### src/hw/ramio_pkg.sv
// ----------------------------
// shared definitions for the load/store port
// address map, sizes, uart bit time and request structs
// modules refer to these by scoped names
// ----------------------------
package ramio_pkg;

  // client side widths
  localparam int data_width = 32;
  localparam int addr_width = 32;

  // word ram holds 2^8 words, index taken from address bits 9..2
  localparam int ram_addr_width = 8;

  // ------------------------------
  // i/o register map
  // ------------------------------
  // 4 leds in the low nibble, 0 is on
  localparam logic [addr_width-1:0] addr_led = 32'hffff_fffc;
  // reads all ones when transmitter idle
  localparam logic [addr_width-1:0] addr_uart_out = 32'hffff_fff8;
  // reads all ones when empty, cleared on read
  localparam logic [addr_width-1:0] addr_uart_in = 32'hffff_fff4;

  // uart bit time in clocks, kept short for simulation
  localparam int uart_clocks_per_bit = 8;
  localparam int uart_cnt_width = $clog2(uart_clocks_per_bit);

  // client access as presented by the cpu
  typedef struct packed {
    logic                  enable;
    // bit 2 sign extends, 01 byte, 10 half, 11 word
    logic [2:0]            read_type;
    // 01 byte, 10 half, 11 word
    logic [1:0]            write_type;
    logic [addr_width-1:0] address;
    logic [data_width-1:0] data_in;
  } mem_req_t;

  // byte-lane access to the word ram
  typedef struct packed {
    logic                      enable;
    logic [ram_addr_width-1:0] word_addr;
    // bit 0 is the lowest byte
    logic [data_width/8-1:0]   byte_en;
    logic [data_width-1:0]     wdata;
  } ram_req_t;

endpackage

### src/hw/uart_rx.sv
// ----------------------------
// uart receiver, 8N1
// data_ready rises after the stop bit sample
// and is cleared when go falls
// ----------------------------
`timescale 1ns/1ns

module uart_rx (
  input  logic       clk,
  input  logic       rst_n,
  input  logic       rx,
  input  logic       go,
  output logic [7:0] data,
  output logic       data_ready
);

  localparam logic [ramio_pkg::uart_cnt_width-1:0] cnt_full =
    ramio_pkg::uart_cnt_width'(ramio_pkg::uart_clocks_per_bit - 1);
  localparam logic [ramio_pkg::uart_cnt_width-1:0] cnt_half =
    ramio_pkg::uart_cnt_width'(ramio_pkg::uart_clocks_per_bit / 2 - 1);

  // two flop synchronizer plus one for edge detect
  logic                                rx_meta;
  logic                                rx_sync;
  logic                                rx_prev;
  logic                                active;
  // counts down to the next mid-bit sample
  logic [ramio_pkg::uart_cnt_width-1:0] cnt;
  // 0 start, 1..8 data, 9 stop
  logic [3:0]                          bit_idx;

  always_ff @(posedge clk) begin
    if (!rst_n) begin
      rx_meta    <= 1'b1;
      rx_sync    <= 1'b1;
      rx_prev    <= 1'b1;
      active     <= 1'b0;
      cnt        <= '0;
      bit_idx    <= '0;
      data_ready <= 1'b0;
    end else begin
      rx_meta <= rx;
      rx_sync <= rx_meta;
      rx_prev <= rx_sync;

      // ack from the client
      if (!go) begin
        data_ready <= 1'b0;
      end

      if (!active) begin
        // falling edge starts a frame, first sample half a bit in
        if (rx_prev && !rx_sync) begin
          active  <= 1'b1;
          cnt     <= cnt_half;
          bit_idx <= '0;
        end
      end else if (cnt != '0) begin
        cnt <= cnt - 1'b1;
      end else begin
        cnt     <= cnt_full;
        bit_idx <= bit_idx + 4'd1;
        if (bit_idx == 4'd0) begin
          // glitch, start bit gone by mid-bit
          if (rx_sync) begin
            active <= 1'b0;
          end
        end else if (bit_idx == 4'd9) begin
          active     <= 1'b0;
          data_ready <= 1'b1;
        end else begin
          // lsb first
          data <= {rx_sync, data[7:1]};
        end
      end
    end
  end

endmodule

### config.mk
export PLATFORM = sky130hd
export DESIGN_NAME = uart_rx
export DESIGN_NICKNAME = d
export VERILOG_FILES = /design/src/hw/ramio_pkg.sv /design/src/hw/uart_rx.sv
export SDC_FILE = /design/constraint.sdc
export NUM_CORES = 1
export LEC_CHECK = 0
export BUFFER_PORTS_ARGS = -buffer_cell sky130_fd_sc_hd__buf_4
export CORE_MARGIN = 2
export CORE_UTILIZATION = 40
export CTS_BUF_LIST = sky130_fd_sc_hd__clkbuf_4 sky130_fd_sc_hd__clkbuf_8 sky130_fd_sc_hd__clkbuf_16
export CTS_CLUSTER_SIZE = 25
export DETAILED_ROUTE_END_ITERATION = 12
export PLACE_DENSITY = 0.71
export SETUP_SLACK_MARGIN = 0.02
export SLEW_MARGIN = 5
export SYNTH_ARGS = -nofsm -noshare
export SYNTH_HDL_FRONTEND = slang
export SYNTH_SLANG_ARGS = --single-unit
### constraint.sdc
create_clock -name clk -period 4.6 [get_ports clk]
set_input_delay 0.23 -clock clk [delete_from_list [all_inputs] [get_ports clk]]
set_output_delay 0.23 -clock clk [all_outputs]
set_load 0.01 [all_outputs]
==> metrics.txt, run 1 <==
status=complete, no violations; clock slew seen by the registers of the worst setup and hold paths=0.10 ns; startpoint types=register; DR pass1 iterations=3; synth warn=0; # port buffers=12; CTS Sinks=20; setup tns final=0 ns; Starting Density=0.421; Seq/Total Area, Yosys=0.588; Worst Path Arrival=1.96 ns; register area=480 um^2; via count=554; hold_ws=0.102 ns; Worst-Margin Slew=0.988 ns; vias per cell=4.86; final WL=1350 um; dpl ws=2.55 ns; initial antenna violation count=0; period utilization=0.442; n_diodes=0; area grow syn2layout=17.5%; RSZ-0062 raised after global routing=false; # hold bufs at CTS=0; Post-synth top cells=dfxtp_1, nand2_1, edfxtp_1; Leak=0.382 nW; Die H=49.2 um; post-CTS sizing=0; placed cell count=110; Root Driver=clkbuf_4; Setup violations, final=0; number of routed nets with antenna violations=0; vias in the first global route=532; Synth area leader=dfxtp_1; Async S/R FF share, synth=0; # fillers=186; post-route setup slack=2.57 ns; maxcap violations=0; syn nets=81; ys flop type=dfxtp_1; fin. max-slew vios=0; clock buffer count from CTS=3; synthesized area per cell=11.3 um^2; Yosys cell types=24; DRC Markers=0; total congestion overflow=0; gpl congestion=0.694; CP Capture Type=register; register bit total from synthesis=20; I/O Pins=13; TritonCTS clock tree=done; initial DRC count=6; required time worst endpoint=4.53 ns; layout cells sized above 1=0.184; VDD IR max=0.219 mV; global-route wire length before repair=2330 um; min Tclk post-route=2.03 ns; WS Path Type=reg2reg; CTS Buffer Depth=2; Core Util, Final=0.494; most frequent cell after synthesis=dfxtp_1; die width=49.2 um; Crit Path Max Fanout=8; Post-CTS Setup Bufs=0; multi-input logic area=303 um^2; WL per Instance=11.9 um; Power Density=309 mW/mm^2; ranking of synthesized cells by area=dfxtp_1, edfxtp_1, ha_1; H-tree levels=1; Max Clock Freq=492 MHz; DP HPWL=977 um; HP Class=in2reg; Cell Rows=16; Post-synth EDFFs=8; core area=0.00194 mm^2; GRT Util Overall=0.129; relative slew slack=0.336; Final Skew=0.00422 ns; Synth top area share=0.294; Post-Syn Instances=72; Die Area=0.00242 mm^2; Clk Latency, worst-skew pair=0.30 ns; Cell Area, Synth=817 um^2; final hold viol count=0; Final Instance Count excl. Fillers=114; nets=97; largest net degree at the start of global routing=12
==> cells by family after synthesis <==
| group | share of synthesized area |
|---|---|
| buffers and inverters | 0.0414 |
| adder cells (fa/ha/maj) | 0.0766 |
| AO/OA/AOI/OAI | 0.147 |
| flip-flops | 0.588 |
| AND/OR/NAND/NOR | 0.147 |
==> through the flow <==
step	total power (W)	instance area, um^2
after floorplan	0.000212	817
after global placement	0.000217	933
after detailed placement	0.000218	933
after CTS	0.000300	960
after global routing	0.000312	960
final	0.000296	960
==> final timing paths <==
path	start	endpoint	slack [ns]	cells after the start
max reg2reg	bit_idx[0]	data[4]	2.57	5
min reg2reg	rx_meta	rx_sync	0.43	1
max	bit_idx[0]	data[4]	2.57	5
min	rx	rx_meta	0.10	2
==> sequential cells by signal, indices dropped and copies added (netlist names) <==
signal / flops
active: 1
bit_idx: 4
cnt: 3
data: 8
data_ready: 1
rx_meta: 1
rx_prev: 1
rx_sync: 1
==> cells in the final DEF, fill, tap and decap left out, types with 2 or more instances in the layout <==
cell type	n
inv_1	7
ha_1	5
clkbuf_4	3
buf_4	12
nand2b_1	5
nand3_1	3
dfxtp_1	12
nand2_1	10
edfxtp_1	8
o21a_1	2
a21oi_1	5
==> per-layer routing <==
metal,track usage,vias up,share of wire
li1,-,284,-
met3,0.0460,2,0.055
met4,0.0429,0,0.0096
met5,0,-,0
met1,0.150,254,0.46
met2,0.218,14,0.47
==> critical path: stages (launching register included) <==
cell	delay, ns
dfxtp_1	0.43
inv_1	0.08
ha_1	0.19
nand2b_1	0.09
a21oi_1	0.07
nor3_1	0.80
==> layout make-up <==
type / instances / share of cell area
Inverter: 7 / 0.0274
Sequential cell: 20 / 0.501
Clock buffer: 3 / 0.0235
Multi-Input combinational cell: 44 / 0.316
Clock inverter: 1 / 0.00391
Timing Repair Buffer: 12 / 0.0939
Tap cell: 27 / 0.0352
==> report_power, final <==
part | switching, W | leakage, nW | internal [W]
combinational | 0.0000129 | 0.197 | 0.0000103
sequential | 0.00000363 | 0.170 | 0.000187
clock | 0.0000502 | 0.0154 | 0.0000317
total | 0.0000667 | 0.382 | 0.000229
No activity file was read; power rests on OpenSTA's default activity.
==> inputs of run 2 (changes only) <==
Settings changed: ABC_AREA set to 1.
Clock period 4.6 ns to 2 ns, I/O delays scaled along.
==> run 2 against run 1 <==
Synthesized cell count rose by 15%. Sequential power rose by 130%. Clock skew fell by 0.0033 ns. Highest routed layer is now met3. Global-route usage fell by 0.59 points. Worst setup slack got worse by 2.1 ns. Critical endpoint is now data[0]. Largest power group unchanged. Fmax rose by 33%. Clock power rose to 3.9 times the previous value.
==> metrics.txt, run 2 <==
status=complete, no violations; vias in the first global route=562 (+5.6%); Seq/Total Area, Yosys=0.579 (-0.00887); initial DRC count=5 (-1); WS Path Type=reg2reg; most frequent cells in the layout=nand2_1, buf_4, dfxtp_1, inv_1, nand3_1; WL per Instance=10.9 um (-8.2%); Max Clock Freq=654 MHz (+33%); # fillers=197 (+5.9%); Synth area leader=dfxtp_1; Worst-Margin Slew=0.189 ns (-0.799 ns); most frequent cell after synthesis=nand2_1; Reg power frac=0.540 (-0.105); clock slew seen by the registers of the worst setup and hold paths=0.11 ns (about the same); Largest regs=data (8), bit_idx (4), cnt (3); period utilization=0.764 (+0.322); max FFs per register=8 (unchanged); die width=49.5 um (+0.70%); VDD IR max=0.385 mV (+76%); HP Class=in2reg; Setup violations, final=0 (unchanged); DRC Markers=0 (unchanged); worst hold start=go; CP Cell Sequence=inv_1, ha_1, nand3_2, inv_2, nand2_1, nor2_1, buf_4; post-route cell area=0.00102 mm^2 (+6.6%); # hold bufs at CTS=1 (+1); Starting Density=0.423 (+0.00208); worst reg2reg startpoint=cnt[0]; Post-CTS Setup Bufs=0 (unchanged); Final Instance Count excl. Fillers=128 (+12%); placed cell count=123 (+12%); crit path max-delay cell type=dfxtp_1; vias per cell=4.66 (-4.0%); Core Util, Final=0.522 (+0.0275); CP bufs+invs=3 (+2); I/O Pins=13 (unchanged); Final Skew=0.000940 ns (-0.00328 ns); RSZ-0062 raised after global routing=false; Logic pwr share=0.067 (-0.012); CTS Buffer Depth=2 (unchanged); CP Capture Type=register; ys flop type=dfxtp_1; Leak=0.424 nW (+11%); crit path from=cnt[0]; total congestion overflow=0 (unchanged); Die H=49.5 um (+0.70%); Cell Rows=16 (unchanged); largest net degree at the start of global routing=13 (+1); Crit path max-delay family=buffers and inverters; via count=597 (+7.8%); layout cells sized above 1=0.257 (+0.0735); Post-synth EDFFs=8 (unchanged); CTS Sinks=20 (unchanged); clock buffer count from CTS=3 (unchanged); synthesized area per cell=9.99 um^2 (-12%); Placed Area=961 um^2 (+2.9%); initial antenna violation count=0 (unchanged); Die Area=0.00245 mm^2 (+1.4%); Post-Syn Instances=83 (+15%); Clk Latency, worst-skew pair=0.29 ns (about the same); internal power=0.000655 W (+190%); Yosys cell types=17 (-29%); gpl congestion=0.767 (+11%); register bit total from synthesis=20 (unchanged); switching pwr=0.000156 W (+130%); Worst Path Arrival=1.54 ns (-0.42 ns); max incr delay on CP=0.32 ns (-0.48 ns); nets=111 (+14%); switching share of power=0.193 (-0.0327); Post-synth top cells=nand2_1, dfxtp_1, inv_1; final WL=1400 um (+3.0%); GRT Util Overall=0.123 (-0.00594); required time worst endpoint=2.01 ns (-2.52 ns); Root Driver=clkbuf_4; Synth top area share=0.290 (-0.00443); ranking of synthesized cells by area=dfxtp_1, edfxtp_1, ha_1; startpoint types=register; syn nets=92 (+14%); DP HPWL=1090 um (+12%); Reg with most FFs=data; post-CTS sizing=0 (unchanged); n_diodes=0 (unchanged); synth warn=0 (unchanged); clock share of power=0.393 (+0.117); fin. max-slew vios=0 (unchanged); DR pass1 iterations=4 (+1); hold path depth=3 (+1); setup tns final=0 ns (unchanged); H-tree levels=1 (unchanged); Power Density=793 mW/mm^2 (+160%); TritonCTS clock tree=done; area grow syn2layout=23.4%; maxcap violations=0 (unchanged); final hold viol count=0 (unchanged); WP depth=7 (+2); number of routed nets with antenna violations=0 (unchanged); # port buffers=12 (unchanged); Crit Path Max Fanout=8 (unchanged); core area=0.00196 mm^2 (+1.0%); relative slew slack=0.873 (+0.536); total power=0.000812 W (+170%); Cell Area, Synth=830 um^2 (+1.5%); R2R depth=7 (+2); Async S/R FF share, synth=0 (unchanged); min Tclk post-route=1.53 ns (-0.505 ns); global-route wire length before repair=2300 um (-1.2%)
## run 2: path summary, 6_finish.rpt
| kind | slack, ns | end |
|---|---|---|
| worst max-delay path | 0.47 | data[0] |
| worst min-delay path | 0.05 | data_ready |
| worst min register to register | 0.43 | rx_sync |
| worst max register to register | 0.47 | data[0] |
## run 2: stage by stage
step	hold WS [ns]	setup WS, ns
2_1_floorplan	0.169	0.393
3_3_place_gp	0.290	0.542
3_5_place_dp	0.291	0.503
4_1_cts	0.0394	0.475
5_1_grt	0.0478	0.344
6_report	0.0454	0.472
## run 2: power by group through the flow
stage | combinational, W | sequential, W | clock, W
2_1_floorplan | 0.0000367 | 0.000446 | 0
3_3_place_gp | 0.0000509 | 0.000447 | 0
3_5_place_dp | 0.0000528 | 0.000447 | 0
4_1_cts | 0.0000553 | 0.000438 | 0.000327
5_1_grt | 0.0000626 | 0.000439 | 0.000343
6_report | 0.0000547 | 0.000438 | 0.000319
## run 2: cell families (layout without fill, tap and decap cells)
group / count (synthesis) / in the layout / synth area share
fa+ha+maj: 5 / 5 / 0.0754
xor+xnor: 1 / 1 / 0.0106
flops: 20 / 20 / 0.579
compound gates: 13 / 13 / 0.0905
simple gates: 31 / 31 / 0.186
buf+inv: 13 / 31 / 0.0588
## run 2: layout make-up
| cell class | count | area (um^2) | area share |
|---|---|---|---|
| Sequential cell | 20 | 480 | 0.469 |
| Multi-Input combinational cell | 50 | 300 | 0.293 |
| Timing Repair Buffer | 14 | 108 | 0.105 |
| Inverter | 13 | 48.8 | 0.0477 |
| Tap cell | 27 | 33.8 | 0.0330 |
| Clock inverter | 1 | 30.0 | 0.0293 |
| Clock buffer | 3 | 22.5 | 0.0220 |
## run 2: metal layers
layer  wire length, um  up-vias  GRT usage
met2               700       12      0.218
met3                66        0     0.0333
met5                 0        -          0
met4                 0        0     0.0417
li1                  -      310          -
met1               628      275      0.142
## run 2: tightest hold or removal path: stages
cell     delay, ns
buf_4         0.08
nand3_1       0.08
o21ai_2       0.05
