## config.mk

```make
export PLATFORM = sky130hd
export DESIGN_NAME = lane_align
export DESIGN_NICKNAME = d
export VERILOG_FILES = /design/src/hw/ramio_pkg.sv /design/src/hw/lane_align.sv
export SDC_FILE = /design/constraint.sdc
export NUM_CORES = 1
export LEC_CHECK = 0
export ABC_CLOCK_PERIOD_IN_PS = 1370
export BUFFER_PORTS_ARGS = -buffer_cell sky130_fd_sc_hd__buf_2
export CAP_MARGIN = 10
export CORE_MARGIN = 5
export CORE_UTILIZATION = 34
export DETAILED_ROUTE_END_ITERATION = 10
export PLACE_DENSITY = 0.85
export SLEW_MARGIN = 40
export SYNTH_ARGS = -nofsm -noshare
export SYNTH_HDL_FRONTEND = slang
export SYNTH_SLANG_ARGS = --single-unit
```

## constraint.sdc

```tcl
create_clock -name vclk -period 1.37
set_input_delay 0.0685 -clock vclk [all_inputs]
set_output_delay 0.0685 -clock vclk [all_outputs]
set_load 0.02 [all_outputs]
```

## src/hw/ramio_pkg.sv

```systemverilog
// ----------------------------
// shared definitions for the load/store port
// address map, sizes, uart bit time and request structs
// modules refer to these by scoped names
// ----------------------------
package ramio_pkg;

  // client side widths
  localparam int data_width = 32;
  localparam int addr_width = 32;

  // word ram holds 2^8 words, index taken from address bits 9..2
  localparam int ram_addr_width = 8;

  // ------------------------------
  // i/o register map
  // ------------------------------
  // 4 leds in the low nibble, 0 is on
  localparam logic [addr_width-1:0] addr_led = 32'hffff_fffc;
  // reads all ones when transmitter idle
  localparam logic [addr_width-1:0] addr_uart_out = 32'hffff_fff8;
  // reads all ones when empty, cleared on read
  localparam logic [addr_width-1:0] addr_uart_in = 32'hffff_fff4;

  // uart bit time in clocks, kept short for simulation
  localparam int uart_clocks_per_bit = 8;
  localparam int uart_cnt_width = $clog2(uart_clocks_per_bit);

  // client access as presented by the cpu
  typedef struct packed {
    logic                  enable;
    // bit 2 sign extends, 01 byte, 10 half, 11 word
    logic [2:0]            read_type;
    // 01 byte, 10 half, 11 word
    logic [1:0]            write_type;
    logic [addr_width-1:0] address;
    logic [data_width-1:0] data_in;
  } mem_req_t;

  // byte-lane access to the word ram
  typedef struct packed {
    logic                      enable;
    logic [ram_addr_width-1:0] word_addr;
    // bit 0 is the lowest byte
    logic [data_width/8-1:0]   byte_en;
    logic [data_width-1:0]     wdata;
  } ram_req_t;

endpackage

```

## src/hw/lane_align.sv

```systemverilog
// ----------------------------
// byte lane steering between client and word ram
// builds byte enables and placed write data,
// extends the addressed part of a read word
// ----------------------------
`timescale 1ns/1ns

module lane_align (
  input  logic [1:0]                          addr_lo,
  input  logic [2:0]                          read_type,
  input  logic [1:0]                          write_type,
  input  logic [ramio_pkg::data_width-1:0]    data_in,
  input  logic [ramio_pkg::data_width-1:0]    ram_rdata,
  output logic [ramio_pkg::data_width/8-1:0]  byte_en,
  output logic [ramio_pkg::data_width-1:0]    wdata,
  output logic [ramio_pkg::data_width-1:0]    rdata_ext
);

  // read word moved so the addressed byte sits in lane 0
  logic [ramio_pkg::data_width-1:0] rd_shift;
  logic                             sext;

  // ------------------------------
  // write side
  // ------------------------------
  always_comb begin
    byte_en = '0;
    wdata   = '0;
    unique case (write_type)
      2'b01: begin
        // byte goes to any lane
        byte_en = 4'b0001 << addr_lo;
        wdata   = ramio_pkg::data_width'(data_in[7:0]) << {addr_lo, 3'b000};
      end
      2'b10: begin
        // half word only on lane pair 0 or 2
        if (!addr_lo[0]) begin
          byte_en = addr_lo[1] ? 4'b1100 : 4'b0011;
          wdata   = ramio_pkg::data_width'(data_in[15:0]) << {addr_lo[1], 4'b0000};
        end
      end
      2'b11: begin
        if (addr_lo == 2'b00) begin
          byte_en = 4'b1111;
          wdata   = data_in;
        end
      end
      default: ;
    endcase
  end

  // ------------------------------
  // read side
  // ------------------------------
  assign rd_shift = ram_rdata >> {addr_lo, 3'b000};
  assign sext     = read_type[2];

  always_comb begin
    rdata_ext = '0;
    unique case (read_type[1:0])
      2'b01: rdata_ext = {{24{sext & rd_shift[7]}}, rd_shift[7:0]};
      2'b10: begin
        // misaligned half word reads zero
        if (!addr_lo[0]) begin
          rdata_ext = {{16{sext & rd_shift[15]}}, rd_shift[15:0]};
        end
      end
      2'b11: begin
        if (addr_lo == 2'b00) begin
          rdata_ext = ram_rdata;
        end
      end
      default: ;
    endcase
  end

endmodule

```

==> results of run 1 <==
cell families (layout without fill, tap and decap cells):
family                    Yosys count  count (layout)  share of synthesized area
muxes                              11              11                      0.176
xor gates and xnor gates            1               1                    0.00781
AOI/OAI and AO/OA                  46              47                      0.343
buffers and inverters              25             172                      0.125
and+or+nand+nor                    69              69                      0.348
cell usage after synthesis, drive strengths merged:
library cell,instances
mux4,7
nor2b,10
or3,1
o21ai,8
or2b,1
nor3,3
buf,11
nor3b,1
nand2,35
nand3b,1
xnor2,1
and3,2
mux2i,4
or3b,1
a21o,1
a22oi,7
and2,9
a222oi,8
nand2b,1
o22ai,2
or2,2
a2111oi,1
inv,12
nor4b,1
a22o,16
clkbuf,2
a21oi,3
nor2,1
critical path: stages:
cell,delay (ns)
buf_2,0.14
or3b_4,0.41
o22ai_4,0.16
buf_6,0.14
o21ai_4,0.10
nand2_1,0.11
buf_6,0.12
final cells by class:
| class | count | area [µm²] |
|---|---|---|
| multi-input cells | 128 | 1070 |
| fillers | 287 | 987 |
| repair buffers | 160 | 947 |
| well taps | 44 | 55.1 |
| inverters | 12 | 47.5 |
through the flow:
step | util | cell area (µm²) | std cells
after floorplan | - | 1130 | 152
after global placement | 0.618 | 1920 | 340
after detailed placement | 0.618 | 1920 | 340
after CTS | 0.643 | 2000 | 343
after global routing | 0.682 | 2120 | 344
final | 0.682 | 2120 | 344
worst min-delay path by stage:
stage | startpoint | endpoint | slack [ns] | cells past startpoint
5_1_grt | ram_rdata[17] | rdata_ext[17] | 0.48 | 4
4_1_cts | ram_rdata[17] | rdata_ext[17] | 0.45 | 4
3_5_place_dp | data_in[28] | wdata[28] | 0.47 | 4
3_3_place_gp | data_in[25] | wdata[25] | 0.46 | 4
2_1_floorplan | ram_rdata[30] | rdata_ext[30] | 0.30 | 2
6_report | ram_rdata[17] | rdata_ext[17] | 0.45 | 4
metal layers:
layer  track usage  up-vias  share of wire
li1              -      867              -
met1         0.239      846           0.35
met2         0.437      108           0.55
met3        0.0266        8          0.085
met4        0.0329        0          0.014
met5             0        -              0
power groups by stage:
stage | Clock, mW | Sequential [mW] | Combinational (mW)
after detailed placement | 0 | 0 | 0.687
after global routing | 0 | 0 | 0.821
final | 0 | 0 | 0.769
after CTS | 0 | 0 | 0.717
after global placement | 0 | 0 | 0.672
after floorplan | 0 | 0 | 0.392
repair_timing:
| item | CTS | global route |
|---|---|---|
| setup buffers | 3 | 1 |
| gates resized for setup | 13 | 33 |
| hold buffers | 0 | 0 |
| pin swaps | 4 | 11 |
| endpoints found under the setup margin | 31 | 26 |
| cloned | 1 | 0 |
| hold endpoints to repair | 0 | 0 |
==> results.json, run 1 <==
{
  "wl_per_cell_um": 16.2,
  "end_kind": "output port",
  "crit_path_max_fanout": 8,
  "peakVddDrop_mv": 0.200,
  "num_vias": 1829,
  "drc": 0,
  "syn_nets": 223,
  "synth_top_area_frac": 0.140,
  "dr.first_iter.drc_count": 95,
  "drv_cap": 0,
  "synth_warnings": 0,
  "hold_class": "input port to output port",
  "core-area_um2": 3100,
  "p_clk_frac": 0,
  "rsz0062_at_grt": "true",
  "clkbuf_count": 0,
  "viasPerCell": 5.32,
  "hold_slack_ns": 0.448,
  "critPathArrivalTime_ns": 1.27,
  "initial_core_util": 0.362,
  "area_growth_pct": 88.5,
  "syn-instance-count": 152,
  "firstDrtPassIters": 4,
  "synth_top_area_cell": "mux4_2",
  "tightestPinTransition_ns": 0.366,
  "timing.final.crit_share": 0.976,
  "ys_seq_area_frac": 0,
  "path_class": "input port to output port",
  "grt_max_degree": 18,
  "status": "completed",
  "crit_path_start_kind": "input port",
  "power.total_mw": 0.769,
  "p_comb_frac": 1.000,
  "pre_cts_ws_ns": -0.172,
  "final_cell_mix": "123 x buf_2, 31 x nand2_1, 24 x buf_4",
  "intPower_mw": 0.350,
  "ant_nets": 0,
  "grt_pass1_wl_mm": 7.90,
  "antenna_found_initial": 0,
  "grt_pass1_vias": 1769,
  "setup_viol": 0,
  "setup_ws_ns": 0.0335,
  "seq_cells": 0,
  "n_antenna_cell": 0,
  "cp_data_required_time_ns": 1.30,
  "rows": 20,
  "design.die.area_um2": 4550,
  "critPathLaunch": "read_type[1]",
  "netSwitchingFraction": 0.545,
  "io_pins": 139,
  "nets": 373,
  "die_h_um": 67.5,
  "p_leak_nw": 1.28,
  "final_common_cell": "buf_2",
  "seq_power_share": 0,
  "switchingPower_mw": 0.419,
  "dp_hpwl_mm": 4.38,
  "final_layout_size_suffix_gt1_frac": 0.633,
  "io_buffer_count": 139,
  "worstSetupEndpoint": "rdata_ext[26]",
  "p_per_area_nw_per_um2": 364,
  "min_period_ns": 1.34,
  "clock.fmax_mhz": 748,
  "seq_area_um2": 0,
  "syn_avg_cell_area_um2": 7.38,
  "gr-usage-all-layers": 0.216,
  "synth_cell_types": 34,
  "die_w_um": 67.5,
  "place_congestion": 0.864,
  "final_hold_viol_count": 0,
  "finalSetupTns_ns": 0,
  "syn_area_um2": 1120,
  "drt_wl_total_mm": 5.58,
  "grt_overflow": 0,
  "synth.area.top_cells": "mux4_2 14%, a22o_1 12%, nand2_1 12%",
  "relSlewSlack": 0.756,
  "drv_slew": 0
}
(Power assumes the default switching activity.)
==> run 2, diff against run 1 <==
--- a/config.mk
+++ b/config.mk
@@ -7,2 +7,3 @@
 export LEC_CHECK = 0
+export ABC_AREA = 1
 export ABC_CLOCK_PERIOD_IN_PS = 1370
@@ -11,5 +12,6 @@
 export CORE_MARGIN = 5
-export CORE_UTILIZATION = 34
+export CORE_UTILIZATION = 36
 export DETAILED_ROUTE_END_ITERATION = 10
-export PLACE_DENSITY = 0.85
+export GPL_TIMING_DRIVEN = 0
+export PLACE_DENSITY = 0.86
 export SLEW_MARGIN = 40
==> constraint.sdc (replaced) <==
create_clock -name vclk -period 1.37
set_input_delay 0.0685 -clock vclk [all_inputs]
set_output_delay 0.0685 -clock vclk [all_outputs]
set_load 0.01 [all_outputs]
==> run 2 against run 1 <==
Global-route usage rose by 1.8 points. Design area fell by 5.8%. Sequential share of layout area did not move. Synthesized area rose by 7.6%. Critical path type unchanged. Critical endpoint is now wdata[26].
==> results.json, run 2 <==
{
  "antenna_found_initial": 0,
  "hold_class": "input port to output port",
  "path_class": "input port to output port",
  "cpPeakStageDelay_ns": 0.48,
  "synth_mux_area_frac": 0,
  "power.total_mw": 0.595,
  "core-area_um2": 3280,
  "clock.fmax_mhz": 755,
  "grt_pass1_vias": 1983,
  "firstDrtPassIters": 4,
  "wl_per_cell_um": 14.6,
  "synth_most_common_cell": "nand2_1",
  "critPathArrivalTime_ns": 1.26,
  "crit_path_max_fanout": 10,
  "dr.first_iter.drc_count": 117,
  "busiest_layer": "met2",
  "gr-usage-all-layers": 0.234,
  "synth_cell_types": 23,
  "yosys.area_share.simple": 0.622,
  "crit_path_start_kind": "input port",
  "clkbuf_count": 0,
  "multi_input_area_um2": 1050,
  "design.die.area_um2": 4610,
  "place_congestion": 0.857,
  "initial_core_util": 0.368,
  "rsz0062_at_grt": "true",
  "grt_max_degree": 11,
  "yosys.area_share.adder": 0,
  "setup_viol": 0,
  "syn_area_um2": 1210,
  "viasPerCell": 5.29,
  "end_kind": "output port",
  "min_period_ns": 1.32,
  "synth_top_family_by_area": "simple AND/OR/NAND/NOR gates",
  "timing.final.crit_share": 0.967,
  "area_growth_pct": 65.1,
  "p_leak_nw": 1.32,
  "num_vias": 2222,
  "seq_area_um2": 0,
  "die_w_um": 67.9,
  "met3_usage": 0.0411,
  "final_cell_mix": "140 x buf_2, 80 x nand2_1, 30 x nand3_1",
  "syn_nets": 307,
  "rows": 21,
  "drc": 0,
  "drv_slew": 0,
  "final_common_cell": "buf_2",
  "ant_nets": 0,
  "synth_warnings": 0,
  "final_layout_size_suffix_gt1_frac": 0.468,
  "use_met2": 0.463,
  "use_met1": 0.263,
  "n_antenna_cell": 0,
  "cp_slowest_cell": "nor3_2",
  "synth_xor_area_frac": 0,
  "fillerInstances": 362,
  "syn_avg_cell_area_um2": 5.12,
  "synth_top_area_frac": 0.252,
  "synth.area.top_cells": "nand2_1 25%, nand3_1 13%, o22ai_1 11%",
  "nets": 447,
  "peakVddDrop_mv": 0.138,
  "ys_seq_area_frac": 0,
  "cp_data_required_time_ns": 1.30,
  "drt_wl_total_mm": 6.13,
  "syn-instance-count": 236,
  "synth_top_area_cell": "nand2_1",
  "die_h_um": 67.9,
  "final_hold_viol_count": 0,
  "synthTopCellsByCount": "81 x nand2_1, 31 x nand3_1, 27 x inv_1, 21 x o22ai_1, 15 x o21ai_0",
  "finalSetupTns_ns": 0,
  "dp_hpwl_mm": 4.88,
  "seq_cells": 0,
  "io_pins": 139,
  "status": "completed",
  "synth-compound-area-share": 0.223,
  "drv_cap": 0,
  "grt_overflow": 0,
  "p_per_area_nw_per_um2": 298,
  "crit_chain": "buf_6 > nand2_2 > nor3_2 > nand2_1 > o211ai_1 > buf_2",
  "grt_pass1_wl_mm": 8.76,
  "relSlewSlack": 0.607,
  "io_buffer_count": 137,
  "tightestPinTransition_ns": 0.587
}
-- run 2: cell count changes after synthesis, moves of 16 or more --
cell	before	now
inv_1	11	27
nand2_1	35	81
o22ai_1	1	21
a22o_1	16	0
nand3_1	0	31
-- run 2: repair_timing --
action,CTS,global route
gates cloned,0,0
gates resized for setup,2,5
setup buffers,0,1
setup endpoints to repair,6,31
hold buffers,0,0
-- run 2: metrics by stage --
step           hold WS [ns]  cell area [µm²]   util  worst slack [ns]  std cells
2_1_floorplan         0.256             1210      -             0.251        236
3_3_place_gp          0.424             1950  0.594           -0.0220        419
3_5_place_dp          0.426             1950  0.594           -0.0433        419
4_1_cts               0.428             1960  0.596            0.0171        419
5_1_grt               0.442             1990  0.607           -0.0782        420
6_report              0.427             1990  0.607            0.0452        420
-- run 2: worst paths after layout --
| path | start | end | slack [ns] | cells past startpoint |
|---|---|---|---|---|
| hold / removal | data_in[17] | wdata[17] | 0.43 | 4 |
| setup / recovery | addr_lo[0] | wdata[26] | 0.05 | 6 |
-- run 2: final cells by class --
class                      instances  area share
multi-input combinational        196       0.529
timing repair buffer             138       0.348
inverter                          30      0.0565
buffer                            10      0.0377
tap                               46      0.0289
-- run 2: power breakdown --
| part | leakage (nW) | internal (mW) | switching, mW |
|---|---|---|---|
| combinational | 1.32 | 0.244 | 0.350 |
| sequential | 0 | 0 | 0 |
| clock | 0 | 0 | 0 |
-- run 2: cell families after synthesis --
kind of cell           Yosys count
AND/OR/NAND/NOR                151
AO/OA/AOI/OAI                   45
buffers and inverters           40
-- run 2: critical path, delay by kind of cell --
family / cells / cell delay (ns)
compound gates: 1 / 0.14
buf+inv: 2 / 0.31
simple gates: 3 / 0.73
-- run 2: per-layer routing --
| metal | part of all wire | wire, µm | up-vias |
|---|---|---|---|
| li1 | - | - | 1078 |
| met4 | 0.016 | 99 | 0 |
| met2 | 0.50 | 3050 | 140 |
| met5 | 0 | 0 | - |
| met1 | 0.37 | 2270 | 990 |
| met3 | 0.12 | 709 | 14 |
