`src/hw/ramio_pkg.sv`:
```
// ----------------------------
// shared definitions for the load/store port
// address map, sizes, uart bit time and request structs
// modules refer to these by scoped names
// ----------------------------
package ramio_pkg;

  // client side widths
  localparam int data_width = 32;
  localparam int addr_width = 32;

  // word ram holds 2^8 words, index taken from address bits 9..2
  localparam int ram_addr_width = 8;

  // ------------------------------
  // i/o register map
  // ------------------------------
  // 4 leds in the low nibble, 0 is on
  localparam logic [addr_width-1:0] addr_led = 32'hffff_fffc;
  // reads all ones when transmitter idle
  localparam logic [addr_width-1:0] addr_uart_out = 32'hffff_fff8;
  // reads all ones when empty, cleared on read
  localparam logic [addr_width-1:0] addr_uart_in = 32'hffff_fff4;

  // uart bit time in clocks, kept short for simulation
  localparam int uart_clocks_per_bit = 8;
  localparam int uart_cnt_width = $clog2(uart_clocks_per_bit);

  // client access as presented by the cpu
  typedef struct packed {
    logic                  enable;
    // bit 2 sign extends, 01 byte, 10 half, 11 word
    logic [2:0]            read_type;
    // 01 byte, 10 half, 11 word
    logic [1:0]            write_type;
    logic [addr_width-1:0] address;
    logic [data_width-1:0] data_in;
  } mem_req_t;

  // byte-lane access to the word ram
  typedef struct packed {
    logic                      enable;
    logic [ram_addr_width-1:0] word_addr;
    // bit 0 is the lowest byte
    logic [data_width/8-1:0]   byte_en;
    logic [data_width-1:0]     wdata;
  } ram_req_t;

endpackage

```
`src/hw/ramio.sv`:
```
// ----------------------------
// control for the load/store port
// decodes the i/o map, owns led and uart registers
// and steers ram requests, busy and ready
// ----------------------------
`timescale 1ns/1ns

module ramio (
  input  logic                                clk,
  input  logic                                rst_n,
  input  ramio_pkg::mem_req_t                 req,
  input  logic [ramio_pkg::data_width-1:0]    ram_rdata_ext,
  input  logic [ramio_pkg::data_width/8-1:0]  lane_byte_en,
  input  logic [ramio_pkg::data_width-1:0]    lane_wdata,
  input  logic                                ram_ready,
  input  logic                                tx_busy,
  input  logic [7:0]                          rx_data,
  input  logic                                rx_data_ready,
  output ramio_pkg::ram_req_t                 ram_req,
  output logic [ramio_pkg::data_width-1:0]    data_out,
  output logic                                data_out_ready,
  output logic                                busy,
  output logic [3:0]                          led,
  output logic [7:0]                          tx_data,
  output logic                                tx_go,
  output logic                                rx_go
);

  // address decode
  logic is_led;
  logic is_tx;
  logic is_rx;
  logic is_io;
  // qualified access kinds
  logic is_write;
  logic is_read;

  // byte being sent, all ones when idle
  logic [ramio_pkg::data_width-1:0] tx_reg;
  // last byte received, all ones when empty
  logic [ramio_pkg::data_width-1:0] rx_reg;

  assign is_led = req.address == ramio_pkg::addr_led;
  assign is_tx  = req.address == ramio_pkg::addr_uart_out;
  assign is_rx  = req.address == ramio_pkg::addr_uart_in;
  assign is_io  = is_led | is_tx | is_rx;

  assign is_write = req.enable && (req.write_type != 2'b00);
  assign is_read  = req.enable && (req.read_type != 3'b000);

  // ------------------------------
  // busy / ready
  // ------------------------------
  // i/o always answers at once, even with enable low
  // ram writes finish at the next edge, reads wait one cycle for the word
  assign busy           = ~is_io & ~is_write & req.enable & ~ram_ready;
  assign data_out_ready = is_io | is_write | ram_ready;

  // ram request, lane steering comes from lane_align
  assign ram_req.enable    = req.enable & ~is_io;
  assign ram_req.word_addr = req.address[ramio_pkg::ram_addr_width+1:2];
  assign ram_req.byte_en   = (req.enable && !is_io) ? lane_byte_en : '0;
  assign ram_req.wdata     = lane_wdata;

  // read mux, led reads back as zero
  always_comb begin
    data_out = '0;
    if (is_read) begin
      if (is_tx) begin
        data_out = tx_reg;
      end else if (is_rx) begin
        data_out = rx_reg;
      end else if (!is_led) begin
        data_out = ram_rdata_ext;
      end
    end
  end

  assign tx_data = tx_reg[7:0];

  // ------------------------------
  // i/o registers
  // ------------------------------
  always_ff @(posedge clk) begin
    if (!rst_n) begin
      // all leds off
      led    <= 4'b1111;
      tx_reg <= '1;
      tx_go  <= 1'b0;
      rx_reg <= '1;
      rx_go  <= 1'b1;
    end else begin
      // ack lasts one cycle, then receiver is armed again
      if (!rx_go) begin
        rx_go <= 1'b1;
      end

      // a read empties the register and wins over a capture
      if (is_read && is_rx) begin
        rx_reg <= '1;
      end else if (rx_go && rx_data_ready) begin
        rx_reg <= {24'h0, rx_data};
        rx_go  <= 1'b0;
      end

      // frame done, drop go and show idle
      if (tx_go && !tx_busy) begin
        tx_go  <= 1'b0;
        tx_reg <= '1;
      end

      // new byte to send, overwrites whatever is pending
      if (is_write && is_tx) begin
        tx_reg <= {24'h0, req.data_in[7:0]};
        tx_go  <= 1'b1;
      end

      if (is_write && is_led) begin
        led <= req.data_in[3:0];
      end
    end
  end

endmodule

```
`config.mk`:
```
export PLATFORM = sky130hd
export DESIGN_NAME = ramio
export DESIGN_NICKNAME = d
export VERILOG_FILES = /design/src/hw/ramio_pkg.sv /design/src/hw/ramio.sv
export SDC_FILE = /design/constraint.sdc
export NUM_CORES = 1
export LEC_CHECK = 0
export BUFFER_PORTS_ARGS = -buffer_cell sky130_fd_sc_hd__buf_2
export CORE_AREA = 2 2 95 97
export CTS_CLUSTER_SIZE = 25
export DETAILED_ROUTE_END_ITERATION = 10
export DIE_AREA = 0 0 97 99
export GPL_TIMING_DRIVEN = 1
export MAX_ROUTING_LAYER = met4
export PLACE_DENSITY = 0.71
export SYNTH_ARGS = -nofsm -noshare
export SYNTH_HDL_FRONTEND = slang
export SYNTH_SLANG_ARGS = --single-unit
```
`constraint.sdc`:
```
create_clock -name clk -period 2.1 [get_ports clk]
set_clock_uncertainty 0.05 [all_clocks]
set_input_delay 0.42 -clock clk [delete_from_list [all_inputs] [get_ports clk]]
set_output_delay 0.42 -clock clk [all_outputs]
set_load 0.01 [all_outputs]
```
==> metrics.md, run 1 <==
| Metric | Value |
|---|---|
| Syn Nets | `392` |
| Via density | `4.47` |
| Num rows | `34` |
| Die Height | `99 um` |
| Worst R2R Path Depth | `4` |
| P_sw | `0.000308 W` |
| Async set-or-reset flop fraction in the synthesized netlist | `0%` |
| Worst Path Required | `1.63 ns` |
| GPL Wtd Cong | `0.794` |
| Hold_ws | `0.309 ns` |
| Max transition margin | `61.6%` |
| Tot GR Track Use | `13.5%` |
| Initial Utilization | `22.3%` |
| Hold Startpoint | `rx_data[4]` |
| Syn Area/Cell | `7.93 um2` |
| Worst slew pin tran | `0.572 ns` |
| Ant diodes | `0` |
| Area leader, netlist | `dfxtp_1` |
| Post-Syn Instances | `241` |
| Synth-to-layout area growth | `45.0%` |
| Status | `finished, violations left` |
| Int Pwr | `0.000909 W` |
| Post-synth EDFFs | `0` |
| Sw Share | `25.3%` |
| Reg2Reg Setup Slack | `0.83 ns` |
| Initial antenna violation count | `0` |
| Clock Latency Late Sink | `0.26 ns` |
| Drt pass-1 iters | `4` |
| Top_reg_cell synth | `dfxtp_1` |
| Max Transition Viols Final | `0` |
| First-pass GRT wire length | `10300 um` |
| CTS H-tree lvls | `1` |
| CP endpoint kind | `output pin` |
| DR iter-0 viols | `42` |
| Proportion of layout cells with a drive suffix above 1 | `53.4%` |
| Reg2reg start | `tx_go` |
| Flop pwr share | `39.2%` |
| Final worst-path setup slack | `-0.111 ns` |
| RR Endpoint | `tx_reg[1]` |
| Die W | `97 um` |
| RSZ-0062 raised after global routing | `yes` |
| Final instance area | `2770 um2` |
| Most frequent cells after synthesis | `buf_4 (50), o21a_1 (25), dfxtp_1 (24)` |
| GRT overflow | `0` |
| Clock share of power | `32.7%` |
| CP arrival | `1.74 ns` |
| Failing checks | `setup timing` |
| Vias in the first global route | `2078` |
| Average routed wire per standard cell | `14.4 um` |
| Final setup vio count | `39` |
| Net count, final | `510` |
| Most numerous cell in the Yosys netlist | `buf_4` |
| Fin. Hold Viols | `0` |
| Final worst path period need | `2.21 ns` |
| Die Area | `9600 um2` |
| Worst Path Max Fanout | `18` |
| Top Ports | `244` |
| Via count | `2083` |
| Fillers | `933` |
| Largest net degree at the start of global routing | `25` |
| YS warnings | `0` |
| Total CTS buffers | `3` |
| Hold Path Class | `primary input to register` |
| Fmax | `452 MHz` |
| Hold Path Sink | `rx_reg[4]` |
| WS Path Type | `primary input to output pin` |
| Finished Layout Cells | `466` |
| Port Buffers | `155` |
| Total design power | `0.00122 W` |
| HPWL after DPL | `5550 um` |
| Clock Tree Buf Depth | `2` |
| Combinational share of power | `28.0%` |
| PD cells | `439 nW/um2` |
| Final period util | `105%` |
| DR DRC count | `0` |
| Top cells by area, synth | `dfxtp_1 (25%), buf_4 (20%), o21a_1 (9.8%)` |
| Clk pin slew, worst setup/hold paths | `0.08 ns` |
| Core area | `8550 um2` |
| Maximum VDD drop | `297 uV` |
| Worst hold stages | `3` |
| Placed Cells | `458` |
| Register bit count reported by yosys | `24` |
| Yosys cell types | `33` |
| CTS tree | `built` |
| Root buffer cell | `clkbuf_8` |
| Post-Synthesis Cell Area | `1910 um2` |
| # Max-Cap Violations | `0` |
| Placed cell areas | `2540 um2` |
| Number of routed nets with antenna violations | `0` |
| Register area share after synthesis | `25.1%` |
| Post-synth top area share | `25.1%` |
| Clock sink count | `24` |
| Leakage dissipation | `1.47 nW` |
| WL final | `6690 um` |
| Fin util | `32.4%` |
| Startpoint types | `primary input` |
power by group through the flow:
stage / clock, W / sequential (W) / combinational [W]
CTS: 0.000413 / 0.000477 / 0.000340
global route: 0.000435 / 0.000479 / 0.000375
detailed placement: 0 / 0.000488 / 0.000317
finish: 0.000398 / 0.000477 / 0.000341
floorplan: 0 / 0.000486 / 0.000218
global placement: 0 / 0.000487 / 0.000311
final cells by class:
class	instances	area (um2)	share of cell area [%]
well taps	108	135	4.88
inverters	4	15.0	0.542
repair buffers	173	1040	37.4
multi-input cells	153	1030	37.3
clock inverters	1	30.0	1.08
flip-flops and latches	24	480	17.3
clock buffers	3	41.3	1.49
worst max-delay path, cell delays in order:
cell and delay [ns]:
buf_6 0.07, nand4_1 0.14, nor4_4 0.33, o211a_1 0.29
buf_12 0.18, o221a_2 0.21, buf_6 0.10
how the worst max path moves through the flow:
stage | end | from | cells after the start
after floorplan | data_out[2] | req[51] | 5
after global placement | data_out[2] | req[38] | 7
after detailed placement | data_out[2] | req[38] | 7
after CTS | data_out_ready | req[38] | 7
after global routing | ram_req[34] | req[38] | 7
final | data_out[3] | req[38] | 7
stage by stage:
stage                     TNS, ns  worst slack, ns
after floorplan                 0          0.00615
after global placement      -4.10           -0.176
after detailed placement    -4.86           -0.196
after CTS                   -3.52           -0.132
after global routing        -6.69           -0.217
final                       -2.22           -0.111
cells by family (layout without fill, tap and decap cells):
family | Yosys count | after routing | share of synthesized area (%)
and+or+nand+nor | 90 | 90 | 25.3
buffers and inverters | 64 | 181 | 22.6
AOI/OAI and AO/OA | 51 | 51 | 20.6
DFF | 24 | 24 | 25.1
muxes | 12 | 12 | 6.29
what timing repair did:
action                                  CTS  global route
pin swaps                                 6             4
gates cloned                              0             0
hold buffers                              0             0
gates resized for setup                  16             5
setup buffers                             3             1
endpoints found under the setup margin   39            39
cell usage in the layout (no fill, tap or decap), types with 2 or more instances in the layout:
cell type	count
a21oi_1	9
a31oi_2	2
and2_1	3
and3_1	5
buf_12	2
buf_2	139
buf_4	16
buf_6	16
clkbuf_8	3
dfxtp_1	24
inv_1	4
mux2i_1	12
nand2_1	22
nand2b_1	9
nand3_1	8
nand4_1	7
nor2_1	20
nor2b_1	8
nor4_4	2
o21a_1	25
o221a_2	7
layer usage:
metal  vias up  wire (um)  GRT usage, %
met1       945       2490          15.0
met2       107       3610          24.9
met3        10        488          2.13
met5         -          0             -
met4         0        106          4.01
li1       1021          -             -
No activity file was read; power rests on OpenSTA's default activity.
==> run 2: changes to the inputs <==
--- a/config.mk
+++ b/config.mk
@@ -12,7 +12,7 @@
 export DIE_AREA = 0 0 97 99
 export GPL_TIMING_DRIVEN = 1
 export MAX_ROUTING_LAYER = met4
-export PLACE_DENSITY = 0.71
+export PLACE_DENSITY = 0.68
 export SYNTH_ARGS = -nofsm -noshare
 export SYNTH_HDL_FRONTEND = slang
 export SYNTH_SLANG_ARGS = --single-unit
==> constraint.sdc (replaced) <==
create_clock -name clk -period 2.1 [get_ports clk]
set_clock_uncertainty 0.05 [all_clocks]
set_input_delay 0.315 -clock clk [delete_from_list [all_inputs] [get_ports clk]]
set_output_delay 0.315 -clock clk [all_outputs]
set_load 0.01 [all_outputs]
==> run 2 against run 1 <==
The flow now finishes without violations. Die area stayed put. Clock power is essentially flat. Fmax increased by 6.7%. Critical path type unchanged. Critical endpoint is now data_out[0].
==> metrics.md, run 2 (synthesis results as in run 1) <==
| Metric | Value |
|---|---|
| Fillers | `899` |
| Root buffer cell | `clkbuf_8` |
| GPL Wtd Cong | `0.739` |
| Proportion of layout cells with a drive suffix above 1 | `52.8%` |
| Clock share of power | `33.4%` |
| Initial antenna violation count | `0` |
| GRT overflow | `0` |
| Placed Cells | `456` |
| Worst hold stages | `3` |
| Setup TNS | `0 ns` |
| Finished Layout Cells | `462` |
| Final instance area | `2690 um2` |
| Number of routed nets with antenna violations | `0` |
| Status | `finished clean` |
| Combinational share of power | `26.6%` |
| Clk pin slew, worst setup/hold paths | `0.08 ns` |
| Final setup vio count | `0` |
| RSZ-0062 raised after global routing | `yes` |
| Die Area | `9600 um2` |
| WS Path Type | `primary input to output pin` |
| WL final | `6480 um` |
| HPWL after DPL | `5470 um` |
| Total CTS buffers | `3` |
| Drt pass-1 iters | `4` |
| CTS H-tree lvls | `1` |
| DR iter-0 viols | `32` |
| CP endpoint kind | `output pin` |
| DR DRC count | `0` |
| Net count, final | `506` |
| Worst R2R Path Depth | `4` |
| Die W | `97 um` |
| Placed cell areas | `2560 um2` |
| Leakage dissipation | `1.43 nW` |
| Most common cell after layout, fill and taps aside | `buf_2` |
| Fmax | `482 MHz` |
| Most frequent cells in the layout | `buf_2 (154), o21a_1 (25), dfxtp_1 (24), nand2_1 (22), nor2_1 (20)` |
| Fin. Hold Viols | `0` |
| Int Pwr | `0.000889 W` |
| Final period util | `98.7%` |
| First-pass GRT wire length | `10100 um` |
| Largest net degree at the start of global routing | `25` |
| PD cells | `443 nW/um2` |
| P_sw | `0.000301 W` |
| Num rows | `34` |
| Ant diodes | `0` |
| Core area | `8550 um2` |
| Startpoint types | `primary input` |
| Final worst path period need | `2.07 ns` |
| CTS tree | `built` |
| Hold_ws | `0.210 ns` |
| # Max-Cap Violations | `0` |
| Worst slew pin tran | `0.552 ns` |
| Clock Latency Late Sink | `0.26 ns` |
| Max Transition Viols Final | `0` |
| Worst Path Required | `1.74 ns` |
| Clock Tree Buf Depth | `2` |
| Hold Path Class | `primary input to register` |
| Via density | `4.41` |
| Synth-to-layout area growth | `40.7%` |
| Max transition margin | `62.9%` |
| Maximum VDD drop | `248 uV` |
| CP arrival | `1.71 ns` |
| Clock sink count | `24` |
| Die Height | `99 um` |
| Port Buffers | `155` |
| Average routed wire per standard cell | `14.0 um` |
| Tot GR Track Use | `13.2%` |
| Sw Share | `25.3%` |
| Top Ports | `244` |
| Flop pwr share | `40.1%` |
| Hold-fix buffers, CTS | `0` |
| Via count | `2039` |
| Vias in the first global route | `2015` |
| Initial Utilization | `22.3%` |
| Worst Path Max Fanout | `8` |
[run 2: cell count changes in the layout (fill, tap and decap cells not counted)]
cell	change
buf_4	-8
buf_2	+15
buf_6	-15
o221a_4	-1
buf_12	+4
o221a_2	+1
[run 2: power by group through the flow]
stage                     combinational (W)  clock (W)  sequential (W)
after global placement             0.000308          0        0.000487
after floorplan                    0.000218          0        0.000486
final                              0.000316   0.000397        0.000477
after CTS                          0.000316   0.000408        0.000477
after global routing               0.000351   0.000420        0.000479
after detailed placement           0.000314          0        0.000487
[run 2: what timing repair did]
action                     in CTS  in global routing
setup buffers                   0                  2
setup endpoints to repair      14                 24
pin swaps                       3                  6
resized for setup               0                  3
[run 2: area by class of cell]
type	instances	area, um2	area share [%]
clock inverters	1	30.0	1.12
multi-input cells	153	1020	38.1
well taps	108	135	5.03
flip-flops and latches	24	480	17.9
clock buffers	3	41.3	1.54
repair buffers	169	962	35.8
inverters	4	15.0	0.559
[run 2: worst max-delay path, stage by stage]
cell,delay (ns)
buf_6,0.09
nand4bb_4,0.22
nor4_4,0.29
buf_4,0.18
buf_12,0.10
nand2_2,0.12
o221a_2,0.26
buf_2,0.15
[run 2: worst paths after layout]
check	from	slack [ns]	endpoint
worst max-delay path	req[33]	0.03	data_out[0]
worst min-delay path	rx_data[7]	0.21	rx_reg[7]
worst max register to register	tx_go	0.89	tx_reg[0]
worst min register to register	rx_reg[30]	0.40	rx_reg[30]
[run 2: layer usage]
layer | part of all wire (%) | GRT usage (%)
met1 | 41 | 15.7
met2 | 50 | 23.7
met3 | 7.1 | 2.06
met4 | 1.2 | 2.93
met5 | 0 | -
[run 2: metrics by stage]
step | util (%) | power (W) | worst slack, ns
floorplan | - | 0.000704 | 0.149
global placement | 30.0 | 0.000795 | -0.0558
detailed placement | 30.0 | 0.000801 | -0.0563
CTS | 30.8 | 0.00120 | 0.00706
global route | 31.4 | 0.00125 | -0.0720
finish | 31.4 | 0.00119 | 0.0267
